<file path="src/verilog/insPkg.sv">
// Instruction set definitions shared by the fetch and align front end.
// Holds the first-byte opcode values, the two-byte head that sets an
// instruction's length, and the record handed out for each instruction.
// Import it inside a module body; ports name its types with insPkg::.

package insPkg;

  // ==================================================
  // Limits
  // ==================================================

  // Longest instruction in bytes, which is also the aligner window width
  localparam int maxInsLen = 8;

  // Byte count of one instruction, from 1 to maxInsLen
  typedef logic [3:0] insLen;

  // ==================================================
  // First-byte opcodes
  // ==================================================

  // Only the opcodes with a length of their own are listed here.
  // Branch groups 0x2? and 0x3? are matched on the high nibble in the
  // length decoder, and 0x8? / 0x9? only grow when the extension bit is set.
  // Keep new values clear of those four nibble ranges
  typedef enum logic [7:0] {
    BRK   = 8'h00,
    ADDI  = 8'h04,
    ANDI  = 8'h08,
    ORI   = 8'h09,
    CSR   = 8'h0F,
    ADDIL = 8'h44,
    CHKI  = 8'h45,
    BMAPI = 8'h4F,
    SYS   = 8'hC0,
    MOV   = 8'hC2,
    NOP   = 8'hF1,
    RTS   = 8'hF2
  } opcode;

  // ==================================================
  // Instruction records
  // ==================================================

  // The nine bits that decide the length.
  // v is bit 7 of the second byte and sits above the opcode, so the
  // packed value reads like the 9-bit patterns of the opcode map
  typedef struct packed {
    logic       v;
    logic [7:0] opcode;
  } insHead;

  // One aligned instruction as it leaves the front end.
  // Byte 0 of bytes is the opcode byte, in bits 7:0.
  // Bytes at or beyond len are always zero
  typedef struct packed {
    logic [31:0] addr;
    insLen       len;
    logic [63:0] bytes;
  } fetchedIns;

endpackage

</file>
<file path="src/verilog/busPkg.sv">
// Wishbone classic bus records for the instruction fetch port.
// The master drives wbReq and the memory answers with wbRsp.
// Only reads are issued, so we stays low and sel covers the whole word.

package busPkg;

  // ==================================================
  // Bus widths
  // ==================================================

  localparam int wbAdrWidth = 32;
  localparam int wbDatWidth = 32;
  // One select bit per data byte
  localparam int wbSelWidth = wbDatWidth / 8;

  // Master to slave.
  // adr is a byte address and stays word aligned for fetches
  typedef struct packed {
    logic                  cyc;
    logic                  stb;
    logic                  we;
    logic [wbAdrWidth-1:0] adr;
    logic [wbSelWidth-1:0] sel;
  } wbReq;

  // Slave to master.
  // dat is little-endian, byte 0 sits at the lowest address
  typedef struct packed {
    logic [wbDatWidth-1:0] dat;
    logic                  ack;
  } wbRsp;

endpackage

</file>
<file path="src/verilog/insLength.sv">
// Length decoder for the variable-length instruction set.
// Purely combinational: give it the first two bytes as an insHead and it
// returns the byte count of that instruction, 1 to 8.

module insLength (
  input  insPkg::insHead head,
  output insPkg::insLen  len
);

  import insPkg::*;

  // ==================================================
  // Opcode to length table
  // ==================================================

  // Single opcodes come first, then the nibble groups.
  // Anything not listed is a one-byte instruction
  always_comb begin
    len = 4'd1;
    casez (head.opcode)
      // Short control instructions
      BRK:   len = 4'd2;
      NOP:   len = 4'd2;
      RTS:   len = 4'd2;
      SYS:   len = 4'd3;
      MOV:   len = 4'd3;
      // Register plus short immediate
      ADDI:  len = 4'd4;
      ANDI:  len = 4'd4;
      ORI:   len = 4'd4;
      CSR:   len = 4'd5;
      // Long immediate forms
      ADDIL: len = 4'd7;
      CHKI:  len = 4'd8;
      BMAPI: len = 4'd8;
      // Branches
      8'h2?: len = 4'd5;
      // Long branches
      8'h3?: len = 4'd7;
      // The 9-bit forms 0x18? and 0x19?.
      // With the extension bit clear these stay single bytes
      8'h8?, 8'h9?: begin
        if (head.v) begin
          len = 4'd6;
        end else begin
          len = 4'd1;
        end
      end
      default: len = 4'd1;
    endcase
  end

endmodule

</file>
<file path="src/verilog/byteQueue.sv">
// Byte queue between the fetch master and the aligner.
// Takes one 32-bit word (four bytes, lowest address first) per push and
// shows the eight oldest bytes as a window. The consumer pops 0 to 8 bytes
// per cycle; push and pop can happen in the same cycle.

module byteQueue #(
  parameter int queueDepth = 16
) (
  input  logic                          clk,
  input  logic                          rst,
  input  logic                          pushValid,
  input  logic [31:0]                   pushWord,
  input  insPkg::insLen                 popLen,
  output logic [63:0]                   window,
  output logic [$clog2(queueDepth):0]   count
);

  import insPkg::*;

  localparam int ptrWidth  = $clog2(queueDepth);
  localparam int cntWidth  = ptrWidth + 1;
  localparam int wordBytes = 4;

  // Depth is a power of two, so the pointers wrap on their own
  logic [7:0]          store [queueDepth];
  logic [ptrWidth-1:0] rdPtr;
  logic [ptrWidth-1:0] wrPtr;

  // ==================================================
  // Pointers and fill level
  // ==================================================

  // The fetch master only pushes when there is room for a full word,
  // and the aligner never pops more than count, so no checks here
  always_ff @(posedge clk) begin
    if (rst) begin
      rdPtr <= '0;
      wrPtr <= '0;
      count <= '0;
    end else begin
      if (pushValid) begin
        wrPtr <= wrPtr + ptrWidth'(wordBytes);
      end
      rdPtr <= rdPtr + ptrWidth'(popLen);
      count <= count + (pushValid ? cntWidth'(wordBytes) : '0) - cntWidth'(popLen);
    end
  end

  // Byte storage, written four bytes at a time in little-endian order
  always_ff @(posedge clk) begin
    if (pushValid) begin
      for (int i = 0; i < wordBytes; i++) begin
        store[wrPtr + ptrWidth'(i)] <= pushWord[8*i +: 8];
      end
    end
  end

  // ==================================================
  // Read window
  // ==================================================

  // Oldest byte in bits 7:0.
  // Slots past the fill level read as zero so stale bytes never leak out
  always_comb begin
    for (int i = 0; i < maxInsLen; i++) begin
      if (cntWidth'(i) < count) begin
        window[8*i +: 8] = store[rdPtr + ptrWidth'(i)];
      end else begin
        window[8*i +: 8] = 8'h00;
      end
    end
  end

endmodule

</file>
<file path="src/verilog/fetchMaster.sv">
// Wishbone classic read master for sequential instruction fetch.
// Starts at resetAddr and reads one word at a time, advancing by four on
// each ack. Every returned word is pushed into the byte queue in the ack
// cycle. A read is only started when the queue can take the whole word.

module fetchMaster #(
  parameter logic [31:0] resetAddr  = 32'h0,
  parameter int          queueDepth = 16
) (
  input  logic                         clk,
  input  logic                         rst,
  output busPkg::wbReq                 wbOut,
  input  busPkg::wbRsp                 wbIn,
  input  logic [$clog2(queueDepth):0]  count,
  output logic                         pushValid,
  output logic [31:0]                  pushWord
);

  import busPkg::*;

  localparam int wordBytes = wbDatWidth / 8;

  typedef enum logic [1:0] {
    stIdle,
    stRequest,
    stGap
  } fetchState;

  fetchState             state;
  logic [wbAdrWidth-1:0] fetchAdr;
  logic                  room;

  // ==================================================
  // Flow control
  // ==================================================

  // The word about to be requested is the one outstanding word.
  // Nothing else is in flight when this is looked at, and count only
  // falls until the ack, so the push at ack always fits
  assign room = (int'(count) + wordBytes) <= queueDepth;

  // ==================================================
  // Bus cycle FSM
  // ==================================================

  // stGap keeps stb low for one cycle after every ack.
  // By then the pushed word already shows in count
  always_ff @(posedge clk) begin
    if (rst) begin
      state    <= stIdle;
      fetchAdr <= resetAddr;
    end else begin
      case (state)
        stIdle: begin
          if (room) begin
            state <= stRequest;
          end
        end
        stRequest: begin
          // Request held stable until the slave acks
          if (wbIn.ack) begin
            state    <= stGap;
            fetchAdr <= fetchAdr + wbAdrWidth'(wordBytes);
          end
        end
        stGap: begin
          state <= room ? stRequest : stIdle;
        end
        default: state <= stIdle;
      endcase
    end
  end

  always_comb begin
    wbOut.cyc = (state == stRequest);
    wbOut.stb = (state == stRequest);
    wbOut.we  = 1'b0;
    wbOut.adr = fetchAdr;
    wbOut.sel = {wbSelWidth{1'b1}};
  end

  // Data is forwarded straight from the bus in the ack cycle
  assign pushValid = (state == stRequest) && wbIn.ack;
  assign pushWord  = wbIn.dat;

endmodule

</file>
<file path="src/verilog/insAligner.sv">
// Instruction aligner. Decodes the length of the instruction at the front
// of the byte queue, waits until all of its bytes are there, then loads it
// into the output register and pops it from the queue in the same edge.
// The output follows valid/ready; ins is held while valid waits on ready.

module insAligner #(
  parameter logic [31:0] resetAddr  = 32'h0,
  parameter int          queueDepth = 16
) (
  input  logic                         clk,
  input  logic                         rst,
  input  logic [63:0]                  window,
  input  logic [$clog2(queueDepth):0]  count,
  output insPkg::insLen                popLen,
  output logic                         insValid,
  output insPkg::fetchedIns            ins,
  input  logic                         insReady
);

  import insPkg::*;

  localparam int cntWidth = $clog2(queueDepth) + 1;

  insHead      head;
  insLen       headLen;
  logic [31:0] pc;
  logic [63:0] maskedBytes;
  logic        haveHead;
  logic        haveAll;
  logic        slotFree;
  logic        load;

  // ==================================================
  // Length of the head instruction
  // ==================================================

  // Extension bit is bit 7 of the second byte
  assign head.v      = window[15];
  assign head.opcode = window[7:0];

  insLength lenDec (
    .head (head),
    .len  (headLen)
  );

  // Byte 1 must be real before the length can be trusted.
  // An empty second slot reads as zero and would clear the extension bit
  assign haveHead = count >= cntWidth'(2);
  assign haveAll  = count >= cntWidth'(headLen);
  // The register is free if empty or handing its value over this cycle
  assign slotFree = !insValid || insReady;
  assign load     = haveHead && haveAll && slotFree;
  assign popLen   = load ? headLen : '0;

  // Clear every byte past the instruction end
  always_comb begin
    for (int i = 0; i < maxInsLen; i++) begin
      maskedBytes[8*i +: 8] = (i < int'(headLen)) ? window[8*i +: 8] : 8'h00;
    end
  end

  // ==================================================
  // Output register
  // ==================================================

  always_ff @(posedge clk) begin
    if (rst) begin
      insValid <= 1'b0;
      pc       <= resetAddr;
    end else if (load) begin
      insValid <= 1'b1;
      pc       <= pc + 32'(headLen);
    end else if (insReady) begin
      insValid <= 1'b0;
    end
  end

  always_ff @(posedge clk) begin
    if (load) begin
      ins <= '{addr: pc, len: headLen, bytes: maskedBytes};
    end
  end

endmodule

</file>
<file path="src/verilog/insFetchTop.sv">
// Instruction fetch and align front end.
// Connect wbOut/wbIn to a Wishbone classic memory holding the program;
// aligned instructions come out on ins under insValid/insReady, in program
// order starting at resetAddr.

module insFetchTop #(
  parameter logic [31:0] resetAddr  = 32'h0,
  parameter int          queueDepth = 16
) (
  input  logic              clk,
  input  logic              rst,
  output busPkg::wbReq      wbOut,
  input  busPkg::wbRsp      wbIn,
  output logic              insValid,
  output insPkg::fetchedIns ins,
  input  logic              insReady
);

  import insPkg::*;

  localparam int cntWidth = $clog2(queueDepth) + 1;

  // Fetch master to queue
  logic                pushValid;
  logic [31:0]         pushWord;
  // Queue to aligner and back
  logic [63:0]         window;
  logic [cntWidth-1:0] count;
  insLen               popLen;

  fetchMaster #(
    .resetAddr  (resetAddr),
    .queueDepth (queueDepth)
  ) fetch (
    .clk       (clk),
    .rst       (rst),
    .wbOut     (wbOut),
    .wbIn      (wbIn),
    .count     (count),
    .pushValid (pushValid),
    .pushWord  (pushWord)
  );

  byteQueue #(
    .queueDepth (queueDepth)
  ) queue (
    .clk       (clk),
    .rst       (rst),
    .pushValid (pushValid),
    .pushWord  (pushWord),
    .popLen    (popLen),
    .window    (window),
    .count     (count)
  );

  // The aligner only needs queueDepth to size its count input
  insAligner #(
    .resetAddr  (resetAddr),
    .queueDepth (queueDepth)
  ) align (
    .clk      (clk),
    .rst      (rst),
    .window   (window),
    .count    (count),
    .popLen   (popLen),
    .insValid (insValid),
    .ins      (ins),
    .insReady (insReady)
  );

endmodule

</file>
<file path="config.mk">
export PLATFORM = sky130hd
export DESIGN_NAME = insFetchTop
export DESIGN_NICKNAME = d
export VERILOG_FILES = /design/src/verilog/insPkg.sv /design/src/verilog/busPkg.sv /design/src/verilog/insLength.sv /design/src/verilog/byteQueue.sv /design/src/verilog/fetchMaster.sv /design/src/verilog/insAligner.sv /design/src/verilog/insFetchTop.sv
export SDC_FILE = /design/constraint.sdc
export NUM_CORES = 1
export LEC_CHECK = 0
export BUFFER_PORTS_ARGS = -buffer_cell sky130_fd_sc_hd__buf_2
export CORE_UTILIZATION = 46
export CTS_CLUSTER_SIZE = 10
export DETAILED_ROUTE_END_ITERATION = 6
export PLACE_DENSITY = 0.67
export SYNTH_ARGS = -nofsm -noshare
export SYNTH_HDL_FRONTEND = slang
export SYNTH_SLANG_ARGS = --single-unit
</file>
<file path="constraint.sdc">
create_clock -name clk -period 9.8 [get_ports clk]
set_clock_uncertainty 0.1 [all_clocks]
set_input_delay 0 -clock clk [delete_from_list [all_inputs] [get_ports clk]]
set_output_delay 0 -clock clk [all_outputs]
set_load 0.03 [all_outputs]
</file>
==> results.toml, run 1 <==
[outcome]
outcome = "finished clean"

[placement]
dpl.hpwl_um = 29500
io_buffer_count = 168
pre_cts_slack_ns = 2.99
place_congestion = 0.900

[logic_synthesis]
synth_commonest_cells = "edfxtp_1, mux4_2, nor2_1"
netlist_instances = 1181
yosysSeqAreaShare = 0.496
synth_area_leader_cell = "edfxtp_1"
synth_edf_count = 228
avgSynthCellArea_sq_um = 14.3
ys.flop_type = "edfxtp_1"
yosysUniqueCellTypes = 74
synth-seq-cells = 304
synth_area_sq_um = 16900
yosysMostFrequentCell = "edfxtp_1"
async_flop_share = 0
yosys_warnings = 0
synthTopCellsByArea = "edfxtp_1, mux4_2, dfxtp_1"
synth_top_area_share = 0.406

[worst_setup_path]
cp_slowest_cell = "ha_4"
crit_chain = "inv_1, ha_4, mux4_2, nand2_1, nand3_1, o211ai_1, o21a_1, o21ai_1, nor2_1, ha_1, a21o_1, a21o_1, a211oi_1, nor3_2, nor2b_1, fa_1, inv_1, ha_1, a21o_1, a21oi_1, xnor2_1, nor2_1"
cp_max_fo = 64
critPathMaxStageDelay_ns = 1.03
endpoint_kind = "flip-flop"
path_class = "reg -> reg"
r2r_cells = 22
critPathLaunchType = "flip-flop"
cp_data_required_time_ns = 10.10
cpMostUsedCell = "a21o_1"
crit_arrival_ns = 7.10

[floorplanning]
die-height_um = 194
core_sq_um = 35800
initial_core_util = 0.471
dieArea_sq_um = 37500
num_io_pins = 176
die_w_um = 194
num_rows = 69

[sta]
timing.slew.headroom = 0.197
final-setup-viol-count = 0
worst_slack_ns = 3.00
hold_slack_ns = 0.0555
tightest_slew_ns = 1.20
drv_slew = 0
rsz0062_at_grt = "false"
period_share = 0.694
hold_viol = 0
fin_setup_tns_ns = 0
period_needed_ns = 6.80
fmax_ghz = 0.147

[global_routing]
grt.total_usage = 0.228
grt_pass1_wl_um = 66000
grt_overflow = 0
first_global_vias = 11300
grt_antenna_before_repair = 0
grt_max_degree = 78

[drt]
drtAntennaViolNets = 0
first_iter_violations = 1063
wl_per_cell_um = 22.9
viasPerCell = 6.21
wl_um = 42600
dr_total_vias = 11500
post-route-drc-count = 0
drt_pass1_iterations = 5

[cells_and_area]
fillers = 2920
nets = 1441
area_growth_pct = 16.1
fin_util = 0.547
drive_above_1_share = 0.316
antenna_cells = 0

[power_and_ir_drop]
intPower_mw = 3.62
pwr-share-seq = 0.321
p_leak_nw = 6.88
combPwrFrac = 0.465
p_sw_mw = 2.43
pwr-share-clk = 0.214
pwr_density_cell_nw_per_um2 = 309
netSwitchingFraction = 0.402
ir_drop_mv = 0.260

[cts]
cts_tree = "done"
cts_max_level = 2
clk_pin_slew_ns = 0.06
insertion_delay_ns = 0.55
clk_path_buf_depth = 3
cts_sinks = 304
postCtsSetupBuffers = 0
numCtsBuffers = 38
clock-root-buffer = "clkbuf_16"

[job]
drv_cap = 0

[hold_path]
hold_class = "in -> reg"
hold_path_depth = 3
## registers in the layout, indices dropped and copies added, names as in the netlist
register and flops:
queue.store 128, align.ins 100, align.pc 32, fetch.fetchAdr 30, queue.count 5, queue.rdPtr 4, fetch.state 2, queue.wrPtr 2
align.insValid 1
## worst paths after layout
kind,slack [ns],to,startpoint
min reg2reg,0.35,align.ins[99],align.pc[31]
max reg2reg,3.00,queue.count[4],queue.rdPtr[1]
max,3.00,queue.count[4],queue.rdPtr[1]
min,0.06,queue.count[0],rst
## area by class of cell
type                    count  area (sq um)  area share
flip-flops and latches    304          8380       0.427
multi-input cells         783          8070       0.412
repair buffers            221          1320      0.0676
clock buffers              56          1040      0.0530
well taps                 461           577      0.0294
clock inverters             8           115     0.00588
inverters                  24          90.1     0.00460
## kinds of logic after synthesis
family,share of synthesized area
mux,0.256
other cells,0.000445
simple gates,0.103
fa+ha+maj,0.0262
compound gates,0.0592
flops,0.496
xor+xnor,0.0285
buf+inv,0.0308
## critical path: cells and delay by family (launching register included)
| family | cells | cell delay (ns) |
|---|---|---|
| buffers and inverters | 2 | 0.37 |
| AOI/OAI and AO/OA | 8 | 1.77 |
| xor gates and xnor gates | 1 | 0.13 |
| DFF | 1 | 0.74 |
| and+or+nand+nor | 6 | 0.79 |
| muxes | 1 | 0.62 |
| adders and majority gates | 4 | 2.09 |
## per-layer routing
metal	global-route usage	vias to the layer above	wire, um
met2	0.359	604	19900
met1	0.309	5778	17100
met4	0.0868	0	1500
met5	0	-	0
li1	-	5067	-
met3	0.0511	92	4100
## cell usage in the layout, fill, tap and decap left out, types with 26 or more instances in the layout
cell,netlist,layout
a211oi_1,26,26
a21oi_1,32,32
buf_2,16,168
clkbuf_16,0,38
dfxtp_1,76,74
dlygate4sd3_1,0,34
edfxtp_1,228,228
ha_1,29,28
mux2i_1,32,32
mux4_2,172,172
nand2_1,65,65
nor2_1,81,81
nor2b_1,43,43
o21ai_0,39,39
xor2_1,29,27
## repair_timing
action / in CTS / in global routing
resized for setup: 0 / 0
hold buffers: 34 / 0
hold endpoints to repair: 133 / 0
## power by group through the flow
stage,Combinational (mW),Sequential (mW),Clock (mW)
floorplan,1.65,2.42,0
global placement,2.76,1.96,0
finish,2.82,1.94,1.29
global route,3.01,1.97,1.37
CTS,2.82,1.95,1.32
detailed placement,2.80,1.97,0
## stage by stage
stage | power (mW) | std cells | instance area (sq um)
after detailed placement | 4.77 | 1759 | 18100
after floorplan | 4.07 | 1186 | 16900
after global routing | 6.34 | 1857 | 19600
after CTS | 6.09 | 1857 | 19600
final | 6.05 | 1857 | 19600
after global placement | 4.72 | 1759 | 18100
Note: power is estimated with default switching activity, not from simulation.
==> run 2: changes to the inputs <==
Settings changed: ABC_AREA set to 1.
Clock period 9.8 ns to 5.9 ns, I/O delays scaled along.
==> run 2 against run 1 <==
  * Hold slack gained 0.044 ns
  * Setup slack lost 2.6 ns
  * Power grew 79%
  * Sequential power grew 65%
  * Non-clock buffer count grew 20
  * Routed wire length grew 17%
  * Clock power grew 67%
  * Utilization shrank 0.11 points
  * Highest routed layer is now met5
  * Combinational power grew 94%
  * The flow now finishes with violations (design-rule violations)
  * Count of clock-buffer cells in the layout grew 3
  * First-iteration DRC count grew 30%
==> results.toml, run 2 <==
[outcome]
outcome = "finished, violations left"
violations = "design-rule violations"

[placement]
dp_cells = 2627
place_area_sq_um = 17900
place_congestion = 1.01
dpl.hpwl_um = 35900
io_buffer_count = 168
pre_cts_slack_ns = 0.615

[cts]
clock-root-buffer = "clkbuf_16"
clk_path_buf_depth = 3
numCtsBuffers = 38
insertion_delay_ns = 0.55
cts_sinks = 304
cts_resized = 0
cts_max_level = 2
clk_pin_slew_ns = 0.06
cts_tree = "done"

[sta]
hold_viol = 0
tightest_slew_ns = 1.23
period_share = 0.926
period_needed_ns = 5.46
drv_slew = 0
fin_setup_tns_ns = 0
fmax_ghz = 0.183
hold_slack_ns = 0.0990
timing.slew.headroom = 0.179
final-setup-viol-count = 0
rsz0062_at_grt = "false"
worst_slack_ns = 0.435

[logic_synthesis]
synth_edf_count = 228
synth_area_sq_um = 16700
yosysUniqueCellTypes = 48
avgSynthCellArea_sq_um = 8.07
synth-seq-cells = 304
netlist_instances = 2065
yosys_warnings = 0
synth_commonest_cells = "nand2_1, edfxtp_1, nand3_1"
synth_area_leader_cell = "edfxtp_1"
synth_top_area_share = 0.411
synthTopCellsByArea = "edfxtp_1, nand2_1, dfxtp_1"
yosysSeqAreaShare = 0.502
async_flop_share = 0
yosysMostFrequentCell = "nand2_1"
ys.flop_type = "edfxtp_1"

[power_and_ir_drop]
pwr-share-clk = 0.200
p_sw_mw = 5.10
ir_drop_mv = 0.442
pwr_density_cell_nw_per_um2 = 556
netSwitchingFraction = 0.471
power_mw = 10.8
intPower_mw = 5.72
combPwrFrac = 0.505
p_leak_nw = 8.16
pwr-share-seq = 0.295

[cells_and_area]
drive_above_1_share = 0.147
layout_commonest_cell = "nand2_1"
fillers = 3276
nets = 2312
regArea_sq_um = 8370
area_growth_pct = 16.7
finish.instance_area_sq_um = 19500
fin_cells = 2732
multiInputGateArea_sq_um = 7290
largest_reg_flops = 128
largest-register = "queue.store"
final_cell_mix = "nand2_1, edfxtp_1, nand3_1"
top_regs = "queue.store (128), align.ins (100), align.pc (32)"
fin_util = 0.546

[worst_setup_path]
critPathLaunchType = "flip-flop"
r2r_cells = 27
cp_data_required_time_ns = 6.27
endpoint_kind = "flip-flop"
critPathMaxStageDelay_ns = 0.65
path_class = "reg -> reg"
crit_arrival_ns = 5.84
cp_max_fo = 15
cp_slowest_cell = "dfxtp_1"
rrSetupSlack_ns = 0.44

[drt]
viasPerCell = 5.51
post-route-drc-count = 72
dr_total_vias = 15100
first_iter_violations = 1377
drtAntennaViolNets = 0
wl_per_cell_um = 18.3
drt_pass1_iterations = 7
wl_um = 50000

[global_routing]
first_global_vias = 13500
grt.total_usage = 0.268
grt_antenna_before_repair = 7
grt_max_degree = 97
grt_pass1_wl_um = 75300
grt_overflow = 0

[floorplanning]
num_rows = 69
core_sq_um = 35700
die-height_um = 192
initial_core_util = 0.468
dieArea_sq_um = 37000
num_io_pins = 176
die_w_um = 192

[hold_path]
hold_path_depth = 2
hold_class = "in -> reg"

[job]
drv_cap = 0
==> run 2: cell types whose count changed in the layout (fill, tap and decap cells not counted), sizes merged, moves of 29 or more <==
cell | previous run | this run
a21oi | 33 | 126
o21ai | 42 | 156
nand3 | 23 | 214
inv | 22 | 142
nand2 | 65 | 613
nor2b | 43 | 0
nor2 | 82 | 225
mux2i | 32 | 3
mux4 | 175 | 0
==> run 2: layout make-up <==
class / instances / area share
clock inverter: 6 / 0.00366
inverter: 142 / 0.0276
multi-input combinational: 1516 / 0.375
antenna: 3 / 0.000386
sequential: 304 / 0.430
tap: 461 / 0.0296
clock buffer: 59 / 0.0556
timing repair buffer: 241 / 0.0783
==> run 2: per-layer routing <==
metal  track usage  routed length [um]
met5             0                  66
met4         0.104                1600
met3        0.0655                4850
met2         0.404               21700
met1         0.371               21800
==> run 2: path summary, 6_finish.rpt <==
check	startpoint	end
max	queue.rdPtr[3]	queue.count[4]
min reg2reg	align.pc[26]	align.ins[94]
min	wbIn[25]	queue.store[3][0]
max reg2reg	queue.rdPtr[3]	queue.count[4]
==> run 2: cell families after synthesis <==
logic type,Yosys count,share of synthesized area
muxes,3,0.00180
and+or+nand+nor,1121,0.288
AOI/OAI and AO/OA,330,0.106
buffers and inverters,250,0.0642
adders and majority gates,33,0.0266
other,2,0.000450
xor gates and xnor gates,22,0.0116
DFF,304,0.502
==> run 2: repair_timing <==
action	CTS	global route
setup buffers	0	1
hold endpoints to repair	162	0
endpoints found under the setup margin	0	1
hold buffers	36	0
==> run 2: power by group through the flow <==
stage / Combinational (mW) / Clock [mW] / Sequential (mW)
floorplan: 3.00 / 0 / 3.96
global placement: 5.27 / 0 / 3.25
detailed placement: 5.33 / 0 / 3.26
CTS: 5.38 / 2.20 / 3.22
global route: 5.97 / 2.28 / 3.25
finish: 5.46 / 2.16 / 3.20
==> run 2: critical path, delay by kind of cell, from the launching register on <==
family	cells	cell delay [ns]
flops	1	0.65
compound gates	7	0.84
simple gates	15	2.54
fa+ha+maj	3	0.95
buf+inv	2	0.26
